<file path="config.mk">
export PLATFORM = sky130hd
export DESIGN_NAME = arb_rr2
export DESIGN_NICKNAME = d
export VERILOG_FILES = /design/src/arb_rr2.sv
export SDC_FILE = /design/constraint.sdc
export NUM_CORES = 1
export LEC_CHECK = 0
export ABC_AREA = 1
export BUFFER_PORTS_ARGS = -buffer_cell sky130_fd_sc_hd__buf_2
export CAP_MARGIN = 15
export CORE_AREA = 4 4 41 43
export CTS_BUF_LIST = sky130_fd_sc_hd__clkbuf_2 sky130_fd_sc_hd__clkbuf_4 sky130_fd_sc_hd__clkbuf_8
export DETAILED_ROUTE_END_ITERATION = 10
export DIE_AREA = 0 0 45 47
export HOLD_SLACK_MARGIN = 0.1
export MAX_ROUTING_LAYER = met4
export PLACE_DENSITY = 0.46
export SYNTH_ARGS = -nofsm -noshare
export SYNTH_HDL_FRONTEND = slang
export SYNTH_SLANG_ARGS = --single-unit
</file>
<file path="constraint.sdc">
create_clock -name pll_clk -period 1.16 [get_ports pll_clk]
set_input_delay 0 -clock pll_clk [delete_from_list [all_inputs] [get_ports pll_clk]]
set_output_delay 0 -clock pll_clk [all_outputs]
set_load 0.05 [all_outputs]
</file>
<file path="src/arb_rr2.sv">
`timescale 1ns/1ns
module arb_rr2 #(
   parameter type t_payload = logic
) (
   input  logic     pll_clk,
   input  logic     i_nrst,
   input  logic     i_req0,
   input  t_payload i_data0,
   output logic     o_ack0,
   input  logic     i_req1,
   input  t_payload i_data1,
   output logic     o_ack1,
   output logic     o_ram_re,
   output t_payload o_ram_raddr
);

   typedef enum logic [1:0] {ST_IDLE, ST_READ, ST_ACK} arb_state_t;

   arb_state_t state;
   logic       last;
   logic       gnt1;

   // Requester 1 wins unless both wait and it was served last
   assign gnt1 = i_req1 && (!i_req0 || !last);

   always_ff @(posedge pll_clk or negedge i_nrst) begin
      if (!i_nrst) begin
         state    <= ST_IDLE;
         last     <= 1'b0;
         o_ram_re <= 1'b0;
         o_ack0   <= 1'b0;
         o_ack1   <= 1'b0;
      end else begin
         case (state)
            ST_IDLE: begin
               if (i_req0 || i_req1) begin
                  last     <= gnt1;
                  o_ram_re <= 1'b1;
                  state    <= ST_READ;
               end
            end
            ST_READ: begin
               o_ram_re <= 1'b0;
               o_ack0   <= !last;
               o_ack1   <= last;
               state    <= ST_ACK;
            end
            default: begin
               if (!(last ? i_req1 : i_req0)) begin
                  o_ack0 <= 1'b0;
                  o_ack1 <= 1'b0;
                  state  <= ST_IDLE;
               end
            end
         endcase
      end
   end

   always_ff @(posedge pll_clk) begin
      if (state == ST_IDLE && (i_req0 || i_req1))
         o_ram_raddr <= gnt1 ? i_data1 : i_data0;
   end

endmodule

</file>
## After elaboration in Yosys (flattened, before gate mapping)

Index checks and enable logic that the tools add are counted.

- Register bits: 7
- Input bits: 6
- Word-level logic and storage cells: 33

- Equality and inequality tests: 4
- Multiplexer cells: 10
- Bitwise gates (word level): 1
- Reduce and logical (&&, ||, !) cells: 12

Operators by type and width:

| operator | count |
|---|---|
| $reduce_and A2 Y1 | 4 |
| $pmux W1 S2 | 3 |
| $mux W1 | 4 |
| $mux W2 | 2 |
| $ne A2 B1 Y1 const B | 2 |
| $pmux W2 S2 | 1 |
| $ne A3 B1 Y1 const B | 1 |
| $eq A2 B1 Y1 const B | 1 |
| $logic_and A1 B1 Y1 | 2 |
| $logic_not A1 Y1 | 2 |
| $logic_not A2 Y1 | 1 |
| $logic_or A1 B1 Y1 | 2 |
| $reduce_bool A2 Y1 | 1 |
| $not A1 Y1 | 1 |

## Depth between registers and ports, before layout

Gate-level depths: netlist (run 1).

- Depth in word-level cells: 4
- Depth in mapped cells: 6

## Worst setup path before layout (run 1)

Ideal clock, no wire load.

- Path kind: reg2reg
- From: register state[1]
- To: register o_ram_raddr, enable pin
- Library setup time: 0.291 ns
- Arrival time: 0.676 ns
- Required time: 0.869 ns
- Path slack: 0.194 ns
- Stages on the path, launching flop included: 4
- Period minus slack after synthesis: 0.966 ns
- Cell sequence: dfrtp_1 -> nor2_1 -> o21ai_1 -> inv_1

- Longest elaborated chain between the ends: 2

Ends and longest elaborated chain:

| element | RTL line | RTL |
|---|---|---|
| from (decl) | 19 | `arb_state_t state;` |
| from (signal assigned) | 28 | `state <= ST_IDLE;` |
| from (signal assigned) | 39 | `state <= ST_READ;` |
| from (signal assigned) | 46 | `state <= ST_ACK;` |
| $logic_not A2 Y1 | 60 | `if (state == ST_IDLE && (i_req0 \|\| i_req1))` |
| $logic_and A1 B1 Y1 | 60 |  |
| to (signal assigned) | 61 | `o_ram_raddr <= gnt1 ? i_data1 : i_data0;` |
| to (decl) | 14 | `output t_payload o_ram_raddr` |

No other way between the ends.
A chain may end at the register's enable or synchronous reset.

## Final worst setup path (run 1)

Same ends and word-level chain as after synthesis.

==> impl_metrics.toml, run 1 <==
[outcome]
outcome = "complete, no violations"

[logic_synthesis]
ys_ff_latch = 7
synth_compound_area_share_pct = 9.16
netlist-cell-type-count = 11
ys_warn_count = 0
yosysTopAreaCell = "dfrtp_1"
seq_area_frac_synth_pct = 57.4
synthCells = 37
yosys.area.top_type_share_pct = 47.8
synthMuxAreaShare_pct = 0
synth_top_family_by_area = "simple AND/OR/NAND/NOR gates"
synth-simple-area-share_pct = 23.9
syn_area_per_cell_sq_um = 8.49
synth-xor-area-share_pct = 0
netlist_area_sq_um = 314
yosys.area_share.adder_pct = 0
synth_nets = 43
synth_top_cells_by_area = "dfrtp_1 (48%), nand2_1 (14%), edfxtp_1 (9.6%)"

[clocking]
cts_sinks = 7
cts-hold-fix-buffers = 5
tritoncts = "done"
clock_latency_ns = 0.26
ctsResizeCount = 0
cts_buffers = 3
clockBufferDepth = 2
htree_num_levels = 1
cts-root-buf = "clkbuf_4"
clk_pin_slew_ns = 0.06
postCtsSetupRepairBufs = 0

[sta]
fin_crit_sh_pct = 90.3
slew-limit-headroom_pct = 80.8
hold_viol_final = 0
fin_hold_ws_ns = 0.107
setup_viol = 0
worstMarginPinSlew_ns = 0.287
finalCriticalPeriod_ns = 1.05
rsz0062_at_grt = "no"
fin_setup_tns_ns = 0
maxSlewViolCount = 0
max_freq_ghz = 0.954
finalClockSkew_ns = 0.00983

[detailed_routing]
wl_met3_microns = 64
dr.max_layer_used = "met4"
wl_microns = 648
wire_per_inst_microns = 9.26
firstDrtPassIters = 4
drt_iter0_drc = 1
met1_length_microns = 292
vias = 280
vias_per_cell = 4.00
postRouteAntennaNets = 0
route.met2.wl_microns = 278
drc = 0

[finish]
final_util_pct = 35.2
nets = 62
n_antenna_cell = 0
drive_above_1_share_pct = 34.5
syn_to_final_growth_pct = 45.8

[floorplanning]
rows = 13
num_io_pins = 10
dieHeight_microns = 47
core-area_sq_mm = 0.00130
initial_core_util_pct = 24.1
fp.dieW_microns = 45
die_area_sq_mm = 0.00212

[global_route]
grt_pass1_wl_mm = 1.19
grt_max_degree = 7
grt-ovfl-total = 0
grt_antenna_before_repair = 0
track_usage_pct = 8.89
grt_pass1_vias = 299

[power]
p_leak_nw = 0.252
powerDensity_mw_per_mm2 = 2780
ir_drop_uv = 1410

[setup_path]
cp-start-kind = "flop"
slowest_stage = "dfrtp_1"
r2r_cells = 3
crit_arrival_ns = 1.03
r2r_slack_ns = 0.11
path_cells = "nor2_1 > o21ai_1 > inv_1"
end_kind = "flop"
path_max_fanout = 4
reg2reg_to = "o_ram_raddr"
path_buf_inv = 1
path_delay_family = "flip-flops"
rr_startpoint = "state[1]"
path_class = "reg -> reg"
worstPathRequired_ns = 1.14
critPathMaxStageDelay_ns = 0.40
crit_start = "state[1]"

[worst_hold_path]
min_from = "i_data1"
hp-class = "in -> reg"
holdPathEnd = "o_ram_raddr"
min_path_cells = 3

[placement]
place_hpwl_microns = 490
place_congestion = 0.722
place.port_buffers = 9

[run]
cap_violations = 0
## layout make-up
cell class / instances / area [sq um]
Fill cell: 141 / 843
Sequential cell: 7 / 180
Multi-Input combinational cell: 22 / 104
Timing Repair Buffer: 14 / 95.1
Clock buffer: 4 / 30.0
Inverter: 8 / 30.0
Tap cell: 15 / 18.8
## state kept, by name (all words and copies together) (netlist names)
register     flops
last             1
o_ack0           1
o_ack1           1
o_ram_raddr      1
o_ram_re         1
state            2
## placed cells by master (no fill, tap or decap), drive strengths merged
master / instances
buf: 9
clkbuf: 4
dfrtp: 6
dlygate4sd3: 5
edfxtp: 1
inv: 8
nand2: 14
nand3: 1
nor2: 2
o21ai: 5
## through the flow
step                      total power [mW]  area, sq um  worst slack [ns]  instances
final                                 1.27          458             0.112         70
after global routing                  1.39          458           0.00391         70
after CTS                             1.29          458             0.112         70
after detailed placement              1.02          378             0.119         61
after global placement                1.03          378             0.143         61
after floorplan                      0.883          314             0.194         37
## Yosys cell counts
cell type  number
inv_2           2
o21ai_1         3
edfxtp_1        1
nand3_2         1
o21ai_0         1
nand2_1        12
inv_1           6
dfrtp_1         6
nand2_2         2
o21ai_2         1
nor2_1          2
## power by group
part	switching (mW)	internal, mW	leakage [nW]	total [mW]
sequential	0.0657	0.367	0.0833	0.432
combinational	0.431	0.159	0.151	0.590
clock	0.0947	0.155	0.0184	0.250
## layer usage
layer / up-vias / global-route usage [%]
li1: 148 / -
met1: 121 / 10.0
met2: 9 / 10.7
met3: 2 / 6.90
met4: 0 / 5.26
met5: - / -
## worst register-to-register path, stage by stage (launching register included)
cell and delay (ns):
dfrtp_1 0.40, nor2_1 0.15, o21ai_1 0.14, inv_1 0.08
## how the worst max path moves through the flow
stage,endpoint,slack (ns),cells after the start
detailed placement,o_ram_raddr,0.12,3
global placement,o_ram_raddr,0.14,3
CTS,o_ram_raddr,0.11,3
floorplan,o_ram_raddr,0.19,3
global route,o_ram_raddr,0.004,3
finish,o_ram_raddr,0.11,3
## cell families after synthesis
group	after synthesis
flip-flops	7
AO/OA/AOI/OAI	5
buffers and inverters	8
AND/OR/NAND/NOR	17
No activity file was read; power rests on OpenSTA's default activity.
==> run 2, diff against run 1 <==
--- a/config.mk
+++ b/config.mk
@@ -5,7 +5,6 @@
 export SDC_FILE = /design/constraint.sdc
 export NUM_CORES = 1
 export LEC_CHECK = 0
-export ABC_AREA = 1
 export BUFFER_PORTS_ARGS = -buffer_cell sky130_fd_sc_hd__buf_2
 export CAP_MARGIN = 15
 export CORE_AREA = 4 4 41 43
@@ -14,7 +13,7 @@
 export DIE_AREA = 0 0 45 47
 export HOLD_SLACK_MARGIN = 0.1
 export MAX_ROUTING_LAYER = met4
-export PLACE_DENSITY = 0.46
+export PLACE_DENSITY = 0.51
 export SYNTH_ARGS = -nofsm -noshare
 export SYNTH_HDL_FRONTEND = slang
 export SYNTH_SLANG_ARGS = --single-unit
==> run 2 against run 1 <==
  * Power increased by 9.5%
  * Highest routed layer unchanged
  * Largest power group unchanged
  * Maximum frequency shrank 2.2%
  * Largest cell class unchanged
  * Critical path type unchanged
  * Cell count down 5.7%
==> impl_metrics.toml, run 2 <==
[setup_path]
cp-start-kind = "flop"
r2r_slack_ns = 0.09
path_max_fanout = 8
crit_arrival_ns = 1.19
path_cells = "buf_4 > and3_2 > a31oi_1 > o21ai_0"
end_kind = "flop"
path_class = "reg -> reg"
worstPathRequired_ns = 1.28
critPathMaxStageDelay_ns = 0.38
path_delay_family = "flip-flops"
path_buf_inv = 1
slowest_stage = "dfrtp_1"

[floorplanning]
dieHeight_microns = 47
die_area_sq_mm = 0.00212
rows = 13
initial_core_util_pct = 28.8
core-area_sq_mm = 0.00130
fp.dieW_microns = 45
num_io_pins = 10

[finish]
largest_register_ffs = 2
final_common_cell = "buf_2"
final_cell_mix = "buf_2 (9), dlygate4sd3_1 (5), dfrtp_1 (5)"
syn_to_final_growth_pct = 35.8
stdcell_area_sq_um = 508
n_antenna_cell = 0
nets = 58
largest-register = "state"
drive_above_1_share_pct = 45.1

[detailed_routing]
vias_per_cell = 4.61
wl_microns = 721
firstDrtPassIters = 4
vias = 304
wire_per_inst_microns = 10.9
drt_iter0_drc = 5
postRouteAntennaNets = 0
drc = 0

[clocking]
clk_pin_slew_ns = 0.05
cts_buffers = 3
cts_sinks = 7
clockBufferDepth = 2
cts-hold-fix-buffers = 4
postCtsSetupRepairBufs = 0
cts-root-buf = "clkbuf_4"
tritoncts = "done"
ctsResizeCount = 0
clock_latency_ns = 0.25
htree_num_levels = 1

[logic_synthesis]
synthArstFlopShare_pct = 85.7
yosys_most_used_dff = "dfrtp_1"
ys_warn_count = 0
yosysTopAreaCell = "dfrtp_1"
ys_ff_latch = 7
netlist-cell-type-count = 20
synthCells = 34
synth_top_cells_by_area = "dfrtp_1 (40%), edfxtp_1 (8.0%), mux2i_1 (5.4%)"
synthTopCellsByCount = "dfrtp_1 (6), a21oi_1 (3), a31oi_1 (3)"
synth_edf_count = 1
post-synth-top-count-cell = "dfrtp_1"
syn_area_per_cell_sq_um = 11.0
netlist_area_sq_um = 374
synth_nets = 40
seq_area_frac_synth_pct = 48.2
yosys.area.top_type_share_pct = 40.1

[power]
p_leak_nw = 0.231
ir_drop_uv = 983
total_power_mw = 1.39
powerDensity_mw_per_mm2 = 2740

[global_route]
grt_pass1_wl_mm = 1.19
grt_antenna_before_repair = 0
grt_max_degree = 9
grt_pass1_vias = 274
grt-ovfl-total = 0
track_usage_pct = 9.05

[placement]
place_congestion = 0.854
place_hpwl_microns = 555
place.port_buffers = 9
preCtsSetupSlack_ns = 0.0935
place_area_sq_um = 428

[sta]
setup_viol = 0
finalCriticalPeriod_ns = 1.07
rsz0062_at_grt = "no"
maxSlewViolCount = 0
slew-limit-headroom_pct = 78.7
fin_crit_sh_pct = 92.3
hold_viol_final = 0
finalClockSkew_ns = 0.00326
max_freq_ghz = 0.934
fin_ws_ns = 0.0888
worstMarginPinSlew_ns = 0.319
fin_setup_tns_ns = 0
fin_hold_ws_ns = 0.132

[worst_hold_path]
hp-class = "in -> reg"

[outcome]
outcome = "complete, no violations"

[run]
cap_violations = 0
==> run 2: area by class of cell <==
| class | count | area (sq um) |
|---|---|---|
| Tap cell | 15 | 18.8 |
| Fill cell | 141 | 793 |
| Sequential cell | 7 | 181 |
| Multi-Input combinational cell | 22 | 160 |
| Clock buffer | 4 | 30.0 |
| Timing Repair Buffer | 16 | 110 |
| Inverter | 2 | 7.51 |
==> run 2: routing by layer <==
metal / track usage, % / share of wire [%] / routed length, microns / vias to the layer above
met5: - / 0 / 0 / -
met4: 7.02 / 1.4 / 10 / 0
met3: 5.75 / 8.6 / 62 / 2
met2: 11.3 / 45 / 321 / 11
met1: 10.0 / 45 / 326 / 138
li1: - / - / - / 153
==> run 2: worst paths after layout <==
path                        start      to  cells after the start
min reg2reg                o_ack0  o_ack0                      2
max                          last  o_ack1                      4
max in group asynchronous  i_nrst  o_ack1                      3
min                        i_req1    last                      3
min in group asynchronous  i_nrst  o_ack0                      3
max reg2reg                  last  o_ack1                      4
==> run 2: kinds of logic (layout without fill, tap and decap cells) <==
kind of cell / after synthesis / in the layout / synth area share [%]
DFF: 7 / 7 / 48.2
muxes: 3 / 3 / 9.36
and+or+nand+nor: 9 / 9 / 16.4
AOI/OAI and AO/OA: 10 / 10 / 17.1
buffers and inverters: 5 / 22 / 9.03
==> run 2: stage by stage <==
step           instances  util [%]
2_1_floorplan         34         -
3_3_place_gp          57      32.9
3_5_place_dp          57      32.9
4_1_cts               65      38.3
5_1_grt               66      39.0
6_report              66      39.0
==> run 2: worst min-delay path, stage by stage <==
cell and delay (ns):
buf_2 0.13, a21oi_1 0.14, a31oi_1 0.06
==> run 2: power by group <==
part / switching [mW] / leakage (nW) / internal, mW
Clock: 0.0859 / 0.0184 / 0.154
Combinational: 0.406 / 0.132 / 0.263
Sequential: 0.119 / 0.0803 / 0.364
==> run 3, diff against run 2 <==
--- a/config.mk
+++ b/config.mk
@@ -7,13 +7,16 @@
 export LEC_CHECK = 0
 export BUFFER_PORTS_ARGS = -buffer_cell sky130_fd_sc_hd__buf_2
 export CAP_MARGIN = 15
+export CELL_PAD_IN_SITES_DETAIL_PLACEMENT = 0
+export CELL_PAD_IN_SITES_GLOBAL_PLACEMENT = 1
 export CORE_AREA = 4 4 41 43
 export CTS_BUF_LIST = sky130_fd_sc_hd__clkbuf_2 sky130_fd_sc_hd__clkbuf_4 sky130_fd_sc_hd__clkbuf_8
 export DETAILED_ROUTE_END_ITERATION = 10
 export DIE_AREA = 0 0 45 47
+export GPL_TIMING_DRIVEN = 0
 export HOLD_SLACK_MARGIN = 0.1
 export MAX_ROUTING_LAYER = met4
-export PLACE_DENSITY = 0.51
+export PLACE_DENSITY = 0.62
 export SYNTH_ARGS = -nofsm -noshare
 export SYNTH_HDL_FRONTEND = slang
 export SYNTH_SLANG_ARGS = --single-unit
==> run 3 against run 2 <==
  * Sequential power is 15% lower
  * Power is 6.3% higher
  * Critical endpoint is now o_ram_raddr
  * Die area stayed put
  * Critical path type unchanged
==> impl_metrics.toml, run 3 (synthesis gave the netlist of run 2 again) <==
[outcome]
outcome = "complete, no violations"

[power]
ir_drop_uv = 1070
total_power_mw = 1.48
pwr-share-clk_pct = 15.9
p_leak_nw = 0.251
power.net_switching_uw = 624
p_int_uw = 856
pwr-share-seq_pct = 27.7
powerDensity_mw_per_mm2 = 2740
swShare_pct = 42.2
power_frac_comb_pct = 56.4

[finish]
syn_to_final_growth_pct = 44.1
n_antenna_cell = 0
final_util_pct = 41.4
nets = 61
final_cells = 69
largest_register_ffs = 2
final_cell_mix = "buf_2 (9), dlygate4sd3_1 (5), dfrtp_1 (5)"
nFillCells = 134
drive_above_1_share_pct = 48.1
multi_input_area_sq_um = 165
stdcell_area_sq_um = 539
largest-register = "state"
final_common_cell = "buf_2"
final-seq-area_sq_um = 181

[detailed_routing]
wire_per_inst_microns = 10.9
drc = 0
wl_microns = 751
postRouteAntennaNets = 0
vias = 331
firstDrtPassIters = 2
vias_per_cell = 4.80
drt_iter0_drc = 3

[sta]
finalCriticalPeriod_ns = 1.13
slew-limit-headroom_pct = 83.4
maxSlewViolCount = 0
worstMarginPinSlew_ns = 0.251
max_freq_ghz = 0.881
setup_viol = 0
hold_viol_final = 0
finalClockSkew_ns = 0.00315
fin_hold_ws_ns = 0.110
fin_crit_sh_pct = 97.8

[clocking]
clock_latency_ns = 0.25
tritoncts = "done"
clk_pin_slew_ns = 0.05
htree_num_levels = 1
clockBufferDepth = 2
cts_buffers = 3
cts_sinks = 7
cts-root-buf = "clkbuf_4"

[global_route]
grt-ovfl-total = 0
grt_pass1_wl_mm = 1.27
grt_antenna_before_repair = 0
track_usage_pct = 9.37
grt_max_degree = 10
grt_pass1_vias = 328

[floorplanning]
dieHeight_microns = 47
fp.dieW_microns = 45
initial_core_util_pct = 28.8
die_area_sq_mm = 0.00212
num_io_pins = 10
rows = 13
core-area_sq_mm = 0.00130

[placement]
place.port_buffers = 9
dp_cells = 58
place_area_sq_um = 439
place_hpwl_microns = 538
place_congestion = 0.746

[setup_path]
crit_arrival_ns = 1.13
crit_start = "last"
cp-start-kind = "flop"
rr_startpoint = "last"
path_class = "reg -> reg"
worstPathRequired_ns = 1.15
end_kind = "flop"
path_max_fanout = 8

[worst_hold_path]
hp-class = "in -> async"

[run]
cap_violations = 0
-- run 3: cell count changes in the layout (fill, tap and decap cells not counted), sizes merged --
cell,change
buf,+3
-- run 3: power groups by stage --
stage / sequential [mW] / clock [mW] / combinational [mW]
5_1_grt: 0.422 / 0.266 / 0.909
3_3_place_gp: 0.407 / 0 / 0.760
2_1_floorplan: 0.593 / 0 / 0.445
6_report: 0.410 / 0.236 / 0.835
3_5_place_dp: 0.413 / 0 / 0.772
4_1_cts: 0.411 / 0.251 / 0.786
-- run 3: worst max-delay path, cell delays in order (launching register included) --
cell and delay, ns:
dfrtp_1 0.36, buf_6 0.14, nand2_4 0.05, nand2_2 0.05, mux2_4 0.29
-- run 3: layout make-up --
type	count	share of cell area [%]
clock buffers	4	5.57
multi-input cells	22	30.6
well taps	15	3.48
inverters	2	1.39
plain buffers	3	4.87
repair buffers	16	20.4
flip-flops and latches	7	33.6
-- run 3: per-layer routing --
| layer | vias up | global-route usage (%) | share of wire [%] |
|---|---|---|---|
| met1 | 155 | 9.28 | 44 |
| met3 | 4 | 2.30 | 4.1 |
| met2 | 11 | 13.3 | 48 |
| li1 | 161 | - | - |
| met4 | 0 | 12.3 | 4.3 |
| met5 | - | - | 0 |
-- run 3: path summary, 6_finish.rpt --
| path | endpoint | slack [ns] | cells after the start |
|---|---|---|---|
| max reg2reg | o_ram_raddr | 0.03 | 4 |
| max in group asynchronous | o_ack1 | 0.89 | 2 |
| min reg2reg | o_ram_re | 0.53 | 1 |
| max | o_ram_raddr | 0.03 | 4 |
| min in group pll_clk | o_ram_re | 0.53 | 1 |
| min | o_ram_re | 0.11 | 2 |
-- run 3: what timing repair did --
action | CTS | global route
setup endpoints to repair | 0 | 1
resized for setup | 0 | 1
buffers inserted | 0 | 2
hold buffers | 5 | 0
hold endpoints to repair | 8 | 0
-- run 3: per-stage QoR --
stage / TNS, ns / setup WS [ns]
2_1_floorplan: 0 / 0.0460
5_1_grt: -0.00185 / -0.00185
6_report: 0 / 0.0255
3_3_place_gp: 0 / 0.0234
3_5_place_dp: 0 / 0.0175
4_1_cts: 0 / 0.0102
