<file path="config.mk">
export PLATFORM = sky130hd
export DESIGN_NAME = fm_player
export DESIGN_NICKNAME = d
export VERILOG_FILES = /design/src/fm_cfg_pkg.sv /design/src/fm_player.sv
export SDC_FILE = /design/constraint.sdc
export NUM_CORES = 1
export LEC_CHECK = 0
export ABC_CLOCK_PERIOD_IN_PS = 3000
export BUFFER_PORTS_ARGS = -buffer_cell sky130_fd_sc_hd__buf_4
export CORE_MARGIN = 2
export CORE_UTILIZATION = 50
export DETAILED_ROUTE_END_ITERATION = 6
export PLACE_DENSITY = 0.77
export SLEW_MARGIN = 20
export SYNTH_ARGS = -nofsm -noshare
export SYNTH_HDL_FRONTEND = slang
export SYNTH_SLANG_ARGS = --single-unit
</file>
<file path="constraint.sdc">
create_clock -name pll_clk -period 3 [get_ports pll_clk]
set_input_delay 0.9 -clock pll_clk [delete_from_list [all_inputs] [get_ports pll_clk]]
set_output_delay 0.9 -clock pll_clk [all_outputs]
set_load 0.02 [all_outputs]
</file>
<file path="src/fm_cfg_pkg.sv">
package fm_cfg_pkg;

   // Frequencies in Hz
   localparam int FM_HZ_W = 27;
   localparam logic [FM_HZ_W-1:0] FM_CLK_HZ  = 27'd67_500_000;
   localparam logic [FM_HZ_W-1:0] FM_BASE_HZ = 27'd30_000_000;

   // Sample RAM geometry
   localparam int RAM_AW   = 11;
   localparam int RAM_DW   = 16;
   localparam int SHIFT_W  = 15;
   localparam int PERIOD_W = 16;

   // Command codes, low nibble of each received byte
   localparam logic [3:0] CMD_DATA0 = 4'h0;
   localparam logic [3:0] CMD_DATA1 = 4'h1;
   localparam logic [3:0] CMD_DATA2 = 4'h2;
   localparam logic [3:0] CMD_DATA3 = 4'h3;
   localparam logic [3:0] CMD_ADDR0 = 4'h4;
   localparam logic [3:0] CMD_ADDR1 = 4'h5;
   localparam logic [3:0] CMD_ADDR2 = 4'h6;
   localparam logic [3:0] CMD_READ  = 4'h7;
   localparam logic [3:0] CMD_WRITE = 4'h8;
   localparam logic [3:0] CMD_PER0  = 4'h9;
   localparam logic [3:0] CMD_PER1  = 4'hA;
   localparam logic [3:0] CMD_PER2  = 4'hB;
   localparam logic [3:0] CMD_PER3  = 4'hC;
   localparam logic [3:0] CMD_SET   = 4'hD;
   localparam logic [3:0] CMD_TXLO  = 4'hE;
   localparam logic [3:0] CMD_TXHI  = 4'hF;

endpackage

</file>
<file path="src/fm_player.sv">
`timescale 1ns/1ns
module fm_player import fm_cfg_pkg::*; (
   input  logic                pll_clk,
   input  logic                i_nrst,
   input  logic [PERIOD_W-1:0] i_period,
   output logic                o_rd_req,
   output logic [RAM_AW-1:0]   o_rd_addr,
   input  logic                i_rd_ack,
   input  logic [RAM_DW-1:0]   i_ram_rdata,
   output logic [SHIFT_W-1:0]  o_shift
);

   logic [PERIOD_W-1:0] cnt;
   logic                stop;
   logic                sample;

   // Wait for the previous read to finish before stepping
   assign sample = (i_period != '0) && (cnt >= i_period) && !o_rd_req && !i_rd_ack;

   always_ff @(posedge pll_clk or negedge i_nrst) begin
      if (!i_nrst) begin
         cnt       <= '0;
         stop      <= 1'b1;
         o_rd_req  <= 1'b0;
         o_rd_addr <= '0;
         o_shift   <= '0;
      end else begin
         if (i_period == '0 || sample)
            cnt <= '0;
         else if (cnt < i_period)
            cnt <= cnt + 1'b1;

         if (sample) begin
            // Stop flag set at reset, so playback begins at address 0
            o_rd_addr <= stop ? '0 : o_rd_addr + 1'b1;
            o_rd_req  <= 1'b1;
         end

         if (o_rd_req && i_rd_ack) begin
            o_rd_req <= 1'b0;
            stop     <= i_ram_rdata[RAM_DW-1];
            o_shift  <= i_ram_rdata[SHIFT_W-1:0];
         end
      end
   end

endmodule

</file>
**Word-level counts from Yosys, hierarchy flattened**

Index checks and enable logic that the tools add are counted.

- Logic and storage cells: 25
- Flip-flop bits (word level): 44

- Reduce and logical (&&, ||, !) cells: 11
- Order comparisons: 2
- Muxes and demuxes: 5
- Add/subtract/negate cells: 2

Operators by type and width:

| kind | count |
|---|---|
| $mux 16 | 2 |
| $add 16x1->16 const B | 1 |
| $ge 16x16->1 | 1 |
| $logic_not 16->1 | 1 |
| $lt 16x16->1 | 1 |
| $reduce_bool 16->1 | 1 |
| $add 11x1->11 const B | 1 |
| $mux 11 | 1 |
| $logic_and 1x1->1 | 4 |
| $reduce_bool 2->1 | 2 |
| $logic_not 1->1 | 2 |
| $mux 1 | 2 |
| $logic_or 1x1->1 | 1 |

**Longest topological paths before layout**

Gate-level depths: netlist of run 1.

- Depth after elaboration: 6
- Mapped depth: 10
- Mapped depth without buffers: 8

**Worst setup path after synthesis of run 1**

No wires, ideal clock.

- Path type: in2reg
- From: in i_period[15]
- To: reg o_rd_addr[1]
- Library setup time: 0.127 ns
- Buffers on the path: 2
- Required time: 2.873 ns
- Setup slack: -0.082 ns
- Data arrival time: 2.954 ns
- Stages on the path: 10
- Cell sequence: inv_1 -> ha_1 -> nand4_2 -> nor4_1 -> o31ai_1 -> a311oi_1 -> buf_2 -> and2_1 -> buf_4 -> mux2_1

- Longest elaborated chain between the ends: 4
- Elaborated cells between the ends (all ways): 5
- Those cells by class: order compare: 1; reduce/logical: 4

Ends and longest elaborated chain:

| item | line | text |
|---|---|---|
| from (decl) | fm_player.sv:5 | `input logic [PERIOD_W-1:0] i_period,` |
| $ge 16x16->1 / $reduce_bool 16->1 (equally long branches) | fm_player.sv:18 | `assign sample = (i_period != '0) && (cnt >= i_period) && !o_rd_req && !i_rd_ack;` |
| $logic_and 1x1->1 (*) (3 in a row) | fm_player.sv:18 |  |
| to (signal assigned) | fm_player.sv:35 | `o_rd_addr <= stop ? '0 : o_rd_addr + 1'b1;` |
| to (decl) | fm_player.sv:7 | `output logic [RAM_AW-1:0] o_rd_addr,` |

Mark *: on every way between the ends. The rest lies on a longest branch, timed or not.
A chain may end at the register's enable or synchronous reset.

**Worst setup path after layout of run 1**

- From: in i_period[11]
- To: reg cnt[13]

- Longest elaborated chain between the ends: 6
- Elaborated cells between the ends (all ways): 10
- Those cells by class: order compare: 2; mux: 1; reduce/logical: 7

Ends and longest elaborated chain:

| item | line | text |
|---|---|---|
| $ge 16x16->1 / $reduce_bool 16->1 (equally long branches) | fm_player.sv:18 |  |
| $logic_and 1x1->1 (3 in a row) | fm_player.sv:18 |  |
| $logic_or 1x1->1 | fm_player.sv:28 | `if (i_period == '0 \|\| sample)` |
| $mux 16 / $reduce_bool 2->1 (equally long branches) | - |  |
| to (signal assigned) | fm_player.sv:31 | `cnt <= cnt + 1'b1;` |
| to (decl) | fm_player.sv:13 | `logic [PERIOD_W-1:0] cnt;` |

Parallel ways exist; a longest one is shown, timed or not.

==> results.yml, run 1 <==
die:
  ios: 62
  core_um2: 5110
  initial_core_util_pct: 51.8
  num_rows: 26
  die_x_um: 76.8
  die-area_um2: 5890
  fp.dieH_um: 76.8
yosys:
  yosysSeqAreaShare_pct: 41.6
  netlist.area_leader.share_pct: 40.6
  ys_ff_latch: 44
  avgSynthCellArea_um2: 9.92
  synth_common_cells: "dfrtp_1, nor2_1, inv_1"
  yosys-top-cells-area: "dfrtp_1, ha_1, mux2_2, a311o_1, nor2_1"
  synth_edf_count: 0
  yosysMostFrequentCell: "dfrtp_1"
  ys_warn_count: 0
  netlist_area_um2: 2650
  synth-async-reset-ratio_pct: 100
  ys.flop_type: "dfrtp_1"
  synth_fp_nets: 320
  synth_cell_types: 46
  syn_inst: 267
  synth_top_area_cell: "dfrtp_1"
cells_and_area:
  final_area_um2: 3360
  final_cells: 411
  regArea_um2: 1100
  syn2layout_area_growth_pct: 27.0
  antenna_cells: 0
  drive_gt1_share_pct: 31.1
  nNetsFinal: 393
  fillerInstances: 419
  multi_input_area_um2: 1430
  final_util_pct: 65.8
detailed_routing:
  routedWlPerCell_um: 15.9
  dr_total_vias: 2319
  first_pass_iters: 4
  wl_um: 6550
  ant_nets: 0
  dr.first_iter.drc_count: 97
  via_per_inst: 5.64
  drc: 0
sta:
  worst_pin_slew_ns: 0.688
  slew_headroom_pct: 54.1
  clock_skew_ns: 0.00290
  slew_viol_final: 0
  final.setup.tns_ns: 0
  finalSetupViolations: 0
  fin_crit_ns: 2.86
  grt_setup_unrepaired: "no"
  timing.fmax_mhz: 350
  fin_crit_sh_pct: 95.2
  finalHoldViolCount: 0
power_and_ir_drop:
  leakage_nw: 1.75
  seqPwrFrac_pct: 51.0
  powerDensity_nw_per_um2: 420
  p_sw_mw: 0.451
  clockPowerShare_pct: 26.1
  p_int_mw: 0.959
  netSwitchingFraction_pct: 32.0
  ir_drop_mv: 0.499
  combPwrFrac_pct: 22.9
  power.total_mw: 1.41
worst_setup_path:
  slowest_stage: "or4_4"
  reg2reg_slack_ns: 0.40
  reg2reg_from: "cnt[11]$_DFFE_PN0P_"
  path_max_fanout: 11
  critPathArrivalTime_ns: 3.08
  reg2reg_to: "cnt[13]$_DFFE_PN0P_"
  path_common_cell: "a21oi_1"
  endpoint_kind: "register"
  rr_worst_depth: 7
  slowest_delay_ns: 0.56
  worst-path-buf-inv: 2
  cp_cell_sequence: "buf_4, inv_1, ha_1, a21oi_1, nor2_1, a311o_1, or4_4, or4_1, a21oi_1"
  cp-start-kind: "input port"
  critPathTopFamily: "simple AND/OR/NAND/NOR gates"
  startpoint: "i_period[11]"
  path_depth: 9
  path_class: "in2reg"
  endpoint: "cnt[13]$_DFFE_PN0P_"
  worstPathRequired_ns: 3.23
grt:
  grt_max_degree: 45
  grt_pass1_vias: 2383
  grt_pass1_wl_um: 11200
  antenna_found_initial: 0
  grt_overflow: 0
  gr-usage-all-layers_pct: 23.2
clock_network:
  clk_latency_ns: 0.30
  cts_tree: "built"
  h-tree-depth: 2
  cts-buffers-inserted: 5
  cts_resized: 0
  holdBufCountCts: 0
  post-cts-setup-buffer-count: 0
  cts_max_path_buffers: 2
  cts-root-buf: "clkbuf_8"
  cts.sinks: 44
  clkTransAtPathRegs_ns: 0.08
run_status:
  status: "completed"
place:
  place_area_um2: 3280
  port_buffers: 61
  gp_congestion: 0.828
  dp_hpwl_um: 4820
  dp_cells: 403
job:
  drv_cap: 0
worst_hold_path:
  hold_path.class: "reg2reg"
## flip-flops by register name, indices dropped and copies added (netlist names)
register   cells
cnt           16
o_shift       15
o_rd_addr     11
o_rd_req       1
stop           1
## area by class of cell
type                       instances  share of cell area, %
clock buffer                       6                   2.16
clock inverter                     2                  0.372
inverter                          19                   2.12
multi-input combinational        193                   42.4
sequential                        44                   32.8
tap                               70                   2.61
timing repair buffer              77                   17.6
## cells by family (layout without fill, tap and decap cells)
family / after synthesis / count (layout) / synth area share [%]
flip-flops: 44 / 44 / 41.6
AND/OR/NAND/NOR: 98 / 98 / 21.1
multiplexers: 19 / 19 / 8.03
adder cells (fa/ha/maj): 18 / 18 / 8.51
XOR/XNOR: 7 / 7 / 2.32
AO/OA/AOI/OAI: 51 / 51 / 13.7
buffers and inverters: 30 / 104 / 4.77
## placed cells by master, fill, tap and decap left out, types with 2 or more instances in the layout
master and n:
a211o_1 2, a21boi_1 8, a21oi_1 15, a311o_1 9, a311oi_1 2, and2_1 2
and3_1 8, buf_4 76, clkbuf_8 5, dfrtp_1 43, ha_1 18, inv_1 19
mux2_1 2, mux2_2 16, nand2_1 9, nand2b_1 2, nand3_1 6, nand4_1 8
nor2_1 24, nor3b_1 10, nor4_1 9, o21ai_1 5, o31ai_1 4, or2_1 2
or3_1 5, or4_1 4, xnor2_1 6
## metal layers
metal / track usage, % / part of all wire [%] / vias to the layer above
li1: - / - / 1132
met3: 3.65 / 2.4 / 10
met4: 4.73 / 1.3 / 0
met2: 41.9 / 53 / 46
met1: 29.1 / 44 / 1131
met5: 0 / 0 / -
## how the worst min path moves through the flow
stage,startpoint,end,depth (start not counted)
3_5_place_dp,o_shift[13]$_DFFE_PN0P_,o_shift[13]$_DFFE_PN0P_,1
2_1_floorplan,cnt[15]$_DFFE_PN0P_,cnt[15]$_DFFE_PN0P_,2
6_report,o_shift[13]$_DFFE_PN0P_,o_shift[13]$_DFFE_PN0P_,1
4_1_cts,o_shift[13]$_DFFE_PN0P_,o_shift[13]$_DFFE_PN0P_,1
3_3_place_gp,o_shift[6]$_DFFE_PN0P_,o_shift[6]$_DFFE_PN0P_,1
5_1_grt,o_shift[3]$_DFFE_PN0P_,o_shift[3]$_DFFE_PN0P_,1
## worst register-to-register path: stages (launching register included)
cell and delay (ns):
dfrtp_1 0.45, ha_1 0.36, a21oi_1 0.16, nor2_1 0.08
a311o_1 0.36, or4_4 0.56, or4_1 0.42, a21oi_1 0.15
## power by group through the flow
stage          sequential (mW)  clock (mW)  combinational [mW]
6_report                 0.719       0.368               0.323
5_1_grt                  0.726       0.411               0.368
4_1_cts                  0.715       0.375               0.325
3_5_place_dp             0.725           0               0.317
3_3_place_gp             0.724           0               0.306
2_1_floorplan            0.703           0               0.208
## metrics by stage
step	hold slack, ns	setup slack [ns]
5_1_grt	0.541	0.0467
3_3_place_gp	0.489	-0.101
4_1_cts	0.514	0.155
3_5_place_dp	0.494	-0.133
2_1_floorplan	0.530	0.0143
6_report	0.513	0.144
Note: power is estimated with default switching activity, not from simulation.
==> inputs of run 2 (changes only) <==
--- a/config.mk
+++ b/config.mk
@@ -5,7 +5,7 @@
 export SDC_FILE = /design/constraint.sdc
 export NUM_CORES = 1
 export LEC_CHECK = 0
-export ABC_CLOCK_PERIOD_IN_PS = 3000
+export ABC_CLOCK_PERIOD_IN_PS = 3220
 export BUFFER_PORTS_ARGS = -buffer_cell sky130_fd_sc_hd__buf_4
 export CORE_MARGIN = 2
 export CORE_UTILIZATION = 50
==> constraint.sdc (replaced) <==
create_clock -name pll_clk -period 3.22 [get_ports pll_clk]
set_input_delay 0.966 -clock pll_clk [delete_from_list [all_inputs] [get_ports pll_clk]]
set_output_delay 0.966 -clock pll_clk [all_outputs]
set_load 0.02 [all_outputs]
==> results.yml, run 2 (synthesis results as in run 1) <==
run_status:
  status: "completed"
grt:
  gr-usage-all-layers_pct: 22.4
  grt_pass1_wl_um: 10700
  grt_max_degree: 45
  antenna_found_initial: 0
  grt_pass1_vias: 2340
  grt_overflow: 0
cells_and_area:
  regMostFlops: "cnt"
  antenna_cells: 0
  final_area_um2: 3370
  final_cells: 408
  drive_gt1_share_pct: 30.8
  most-common-layout-cells: "buf_4, dfrtp_1, nor2_1, inv_1, ha_1"
  reg_top3: "cnt x16, o_shift x15, o_rd_addr x11"
  layout_commonest_cell: "buf_4"
  largest_reg_flops: 16
  fillerInstances: 428
  nNetsFinal: 390
  syn2layout_area_growth_pct: 27.3
  final_util_pct: 66.0
worst_setup_path:
  critPathArrivalTime_ns: 3.12
  reg2reg_to: "o_rd_addr[9]$_DFFE_PN0P_"
  reg2reg_from: "cnt[13]$_DFFE_PN0P_"
  rr_worst_depth: 8
  path_class: "in2reg"
  endpoint_kind: "register"
  cp-start-kind: "input port"
  worstPathRequired_ns: 3.41
  reg2reg_slack_ns: 0.61
  startpoint: "i_period[14]"
  path_max_fanout: 6
detailed_routing:
  ant_nets: 0
  via_per_inst: 5.63
  dr.first_iter.drc_count: 74
  wl_um: 6100
  first_pass_iters: 5
  drc: 0
  dr_total_vias: 2299
  routedWlPerCell_um: 15.0
clock_network:
  cts.sinks: 44
  cts-buffers-inserted: 5
  clkTransAtPathRegs_ns: 0.09
  cts_max_path_buffers: 2
  cts-root-buf: "clkbuf_8"
  h-tree-depth: 2
  holdBufCountCts: 0
  cts_tree: "built"
  post-cts-setup-buffer-count: 0
  clk_latency_ns: 0.30
die:
  core_um2: 5110
  fp.dieH_um: 76.8
  num_rows: 26
  die-area_um2: 5890
  die_x_um: 76.8
  initial_core_util_pct: 51.8
  ios: 62
place:
  dp_cells: 400
  place_area_um2: 3250
  port_buffers: 61
  gp_congestion: 0.855
  dp_hpwl_um: 4650
job:
  drv_cap: 0
sta:
  clock_skew_ns: 0.00599
  finalSetupViolations: 0
  fin_crit_ns: 2.93
  worst_pin_slew_ns: 0.682
  finalHoldViolCount: 0
  hold_slack_ns: 0.512
  slew_viol_final: 0
  timing.fmax_mhz: 341
  slew_headroom_pct: 54.4
  grt_setup_unrepaired: "no"
  fin_crit_sh_pct: 91.0
worst_hold_path:
  hold_path.class: "reg2reg"
  whs_path_depth: 1
  min_to: "o_shift[5]$_DFFE_PN0P_"
  hp-start: "o_shift[5]$_DFFE_PN0P_"
power_and_ir_drop:
  leakage_nw: 1.75
  ir_drop_mv: 0.271
  powerDensity_nw_per_um2: 410
  power.total_mw: 1.38
==> run 2: cell types whose count changed in the layout (fill, tap and decap cells not counted) <==
cell | before | now
buf_4 | 76 | 73
clkbuf_1 | 1 | 0
inv_6 | 0 | 1
a311oi_2 | 0 | 1
clkinv_2 | 1 | 0
bufinv_16 | 0 | 1
nor4_2 | 1 | 0
a311oi_1 | 2 | 1
nor4_1 | 9 | 10
==> run 2: how the worst max path moves through the flow <==
stage,endpoint,slack (ns),depth (start not counted)
final,o_rd_addr[9]$_DFFE_PN0P_,0.29,10
after global routing,o_rd_addr[1]$_DFFE_PN0P_,0.13,9
after CTS,o_rd_addr[1]$_DFFE_PN0P_,0.24,9
after detailed placement,o_rd_addr[1]$_DFFE_PN0P_,-0.07,9
after global placement,cnt[13]$_DFFE_PN0P_,-0.02,9
after floorplan,o_rd_addr[1]$_DFFE_PN0P_,0.07,10
==> run 2: timing repair <==
action | in CTS | in global routing
gates resized for setup | 0 | 1
setup endpoints to repair | 0 | 2
hold endpoints to repair | 0 | 0
==> run 2: area by class of cell <==
class	count	area [um^2]	share of cell area, %
Clock inverter	3	46.3	1.37
Tap cell	70	87.6	2.60
Inverter	19	71.3	2.12
Sequential cell	44	1100	32.7
Multi-Input combinational cell	193	1430	42.3
Clock buffer	5	68.8	2.04
Timing Repair Buffer	74	568	16.9
==> run 2: where the power goes <==
part	internal [mW]	switching, mW	leakage [nW]
logic	0.136	0.146	1.11
clock network	0.234	0.200	0.0548
registers	0.597	0.0678	0.591
==> run 2: per-layer routing <==
layer	share of wire [%]	vias up	GRT usage, %	wire length, um
met3	2.4	13	3.41	147
li1	-	1120	-	-
met2	50	41	39.2	3070
met5	0	-	0	0
met4	2.3	0	8.91	138
met1	45	1125	27.7	2750
==> run 2: worst max-delay path: stages <==
cell and delay [ns]:
buf_4 0.08, inv_1 0.03, ha_1 0.32, nand4_2 0.15
nor4_1 0.46, o31ai_1 0.18, a311oi_2 0.33, buf_4 0.20
a21oi_1 0.08, a311o_1 0.31
==> run 2: per-stage QoR <==
| step | TNS [ns] | setup slack, ns |
|---|---|---|
| after floorplan | 0 | 0.0722 |
| after global placement | -0.0174 | -0.0174 |
| after detailed placement | -1.11 | -0.0719 |
| after CTS | 0 | 0.240 |
| after global routing | 0 | 0.128 |
| final | 0 | 0.291 |
==> inputs of run 3 (changes only) <==
--- a/config.mk
+++ b/config.mk
@@ -6,11 +6,12 @@
 export NUM_CORES = 1
 export LEC_CHECK = 0
 export ABC_CLOCK_PERIOD_IN_PS = 3220
-export BUFFER_PORTS_ARGS = -buffer_cell sky130_fd_sc_hd__buf_4
 export CORE_MARGIN = 2
 export CORE_UTILIZATION = 50
+export CTS_BUF_LIST = sky130_fd_sc_hd__clkbuf_16
 export DETAILED_ROUTE_END_ITERATION = 6
-export PLACE_DENSITY = 0.77
+export DONT_BUFFER_PORTS = 1
+export PLACE_DENSITY_LB_ADDON = 0.15
 export SLEW_MARGIN = 20
 export SYNTH_ARGS = -nofsm -noshare
 export SYNTH_HDL_FRONTEND = slang
==> results.yml, run 3 (synthesis results as in run 1) <==
worst_setup_path:
  critPathTopFamily: "simple AND/OR/NAND/NOR gates"
  worstPathRequired_ns: 3.42
  slowest_stage: "or4_4"
  path_max_fanout: 13
  path_class: "in2reg"
  cp_cell_sequence: "inv_1, ha_1, a21oi_1, nor2_1, a311o_1, or4_4, or4_1, a21oi_1"
  path_common_cell: "a21oi_1"
  worst-path-buf-inv: 1
  slowest_delay_ns: 0.62
  endpoint_kind: "register"
  critPathArrivalTime_ns: 3.09
  cp-start-kind: "input port"
clock_network:
  clkTransAtPathRegs_ns: 0.06
  holdBufCountCts: 0
  cts-buffers-inserted: 5
  cts_tree: "built"
  cts.sinks: 44
  cts-root-buf: "clkbuf_16"
  h-tree-depth: 2
  clk_latency_ns: 0.28
  cts_max_path_buffers: 2
  post-cts-setup-buffer-count: 0
  cts_resized: 0
detailed_routing:
  met1Wirelength_um: 2470
  wl_um: 5410
  dr_total_vias: 2005
  routedWlPerCell_um: 15.8
  routed-wl-met2_um: 2640
  route.met3.wl_um: 262
  topRoutingLayerUsed: "met4"
  via_per_inst: 5.86
  first_pass_iters: 4
  dr.first_iter.drc_count: 73
  drc: 0
  ant_nets: 0
cells_and_area:
  largest_reg_flops: 16
  drive_gt1_share_pct: 13.6
  reg_top3: "cnt x16, o_shift x15, o_rd_addr x11"
  nNetsFinal: 325
  regArea_um2: 1100
  layout_commonest_cell: "dfrtp_1"
  multi_input_area_um2: 1420
  fillerInstances: 476
  most-common-layout-cells: "dfrtp_1, nor2_1, inv_1, ha_1, mux2_2"
  final_cells: 342
  final_area_um2: 2900
  syn2layout_area_growth_pct: 9.45
  final_util_pct: 56.7
  antenna_cells: 0
  regMostFlops: "cnt"
sta:
  timing.fmax_mhz: 347
  clock_skew_ns: 0.00246
  fin_crit_ns: 2.89
  worst_pin_slew_ns: 0.694
  final.setup.tns_ns: 0
  finalSetupViolations: 0
  fin_crit_sh_pct: 89.6
  slew_headroom_pct: 53.6
  grt_setup_unrepaired: "no"
  finalHoldViolCount: 0
  slew_viol_final: 0
place:
  gp_congestion: 0.890
  port_buffers: 0
  dp_cells: 335
  dp_hpwl_um: 4070
  place_area_um2: 2760
grt:
  grt_overflow: 0
  antenna_found_initial: 0
  gr-usage-all-layers_pct: 19.6
  grt_pass1_wl_um: 9380
  grt_max_degree: 45
  grt_pass1_vias: 2003
die:
  initial_core_util_pct: 51.8
  num_rows: 26
  die-area_um2: 5890
  ios: 62
  die_x_um: 76.8
  fp.dieH_um: 76.8
  core_um2: 5110
run_status:
  status: "completed"
power_and_ir_drop:
  power.total_mw: 1.37
  ir_drop_mv: 0.310
  leakage_nw: 1.43
  powerDensity_nw_per_um2: 473
worst_hold_path:
  hold_path.class: "in2async"
job:
  drv_cap: 0
-- run 3: changes by cell type in the layout (fill, tap and decap cells not counted) --
cell	before	now
a311oi_1	1	2
inv_6	1	0
a311oi_2	1	0
bufinv_16	1	0
buf_4	73	8
clkbuf_8	5	0
clkinv_2	0	1
clkbuf_16	0	5
-- run 3: worst paths after layout --
kind                                      from  slack [ns]  cells past startpoint                       end
hold reg to reg            cnt[10]$_DFFE_PN0P_        0.59                      2       cnt[10]$_DFFE_PN0P_
setup / recovery                  i_period[11]        0.33                      8       cnt[13]$_DFFE_PN0P_
min in group pll_clk       cnt[10]$_DFFE_PN0P_        0.59                      2       cnt[10]$_DFFE_PN0P_
hold / removal                          i_nrst        0.38                      0  o_rd_addr[1]$_DFFE_PN0P_
max in group asynchronous               i_nrst        2.67                      0          stop$_DFFE_PN1P_
setup reg to reg           cnt[11]$_DFFE_PN0P_        0.60                      7       cnt[13]$_DFFE_PN0P_
-- run 3: report_power, final --
part           internal (mW)  switching, mW
clock                  0.281          0.198
sequential             0.598         0.0769
combinational          0.100          0.115
total                  0.980          0.390
-- run 3: layout make-up --
cell class	count	share of cell area, %
Inverter	19	2.46
Tap cell	70	3.02
Sequential cell	44	38.0
Multi-Input combinational cell	193	49.0
Timing Repair Buffer	9	2.76
Clock buffer	5	4.32
Clock inverter	2	0.432
-- run 3: metal layers --
layer	vias up	track usage, %
met5	-	0
met2	38	33.4
met4	0	4.00
li1	997	-
met3	4	5.41
met1	966	24.9
-- run 3: per-stage QoR --
| stage | worst slack, ns | hold WS [ns] |
|---|---|---|
| after CTS | 0.342 | 0.373 |
| after floorplan | 0.0722 | 0.530 |
| after global routing | 0.132 | 0.359 |
| after detailed placement | 0.0474 | 0.576 |
| final | 0.334 | 0.379 |
| after global placement | 0.117 | 0.574 |
-- run 3: worst reg2reg max path, stage by stage, from the launching register on --
cell     delay [ns]
dfrtp_1        0.43
ha_1           0.35
a21oi_1        0.16
nor2_1         0.08
a311o_1        0.33
or4_4          0.62
or4_1          0.42
a21oi_1        0.15
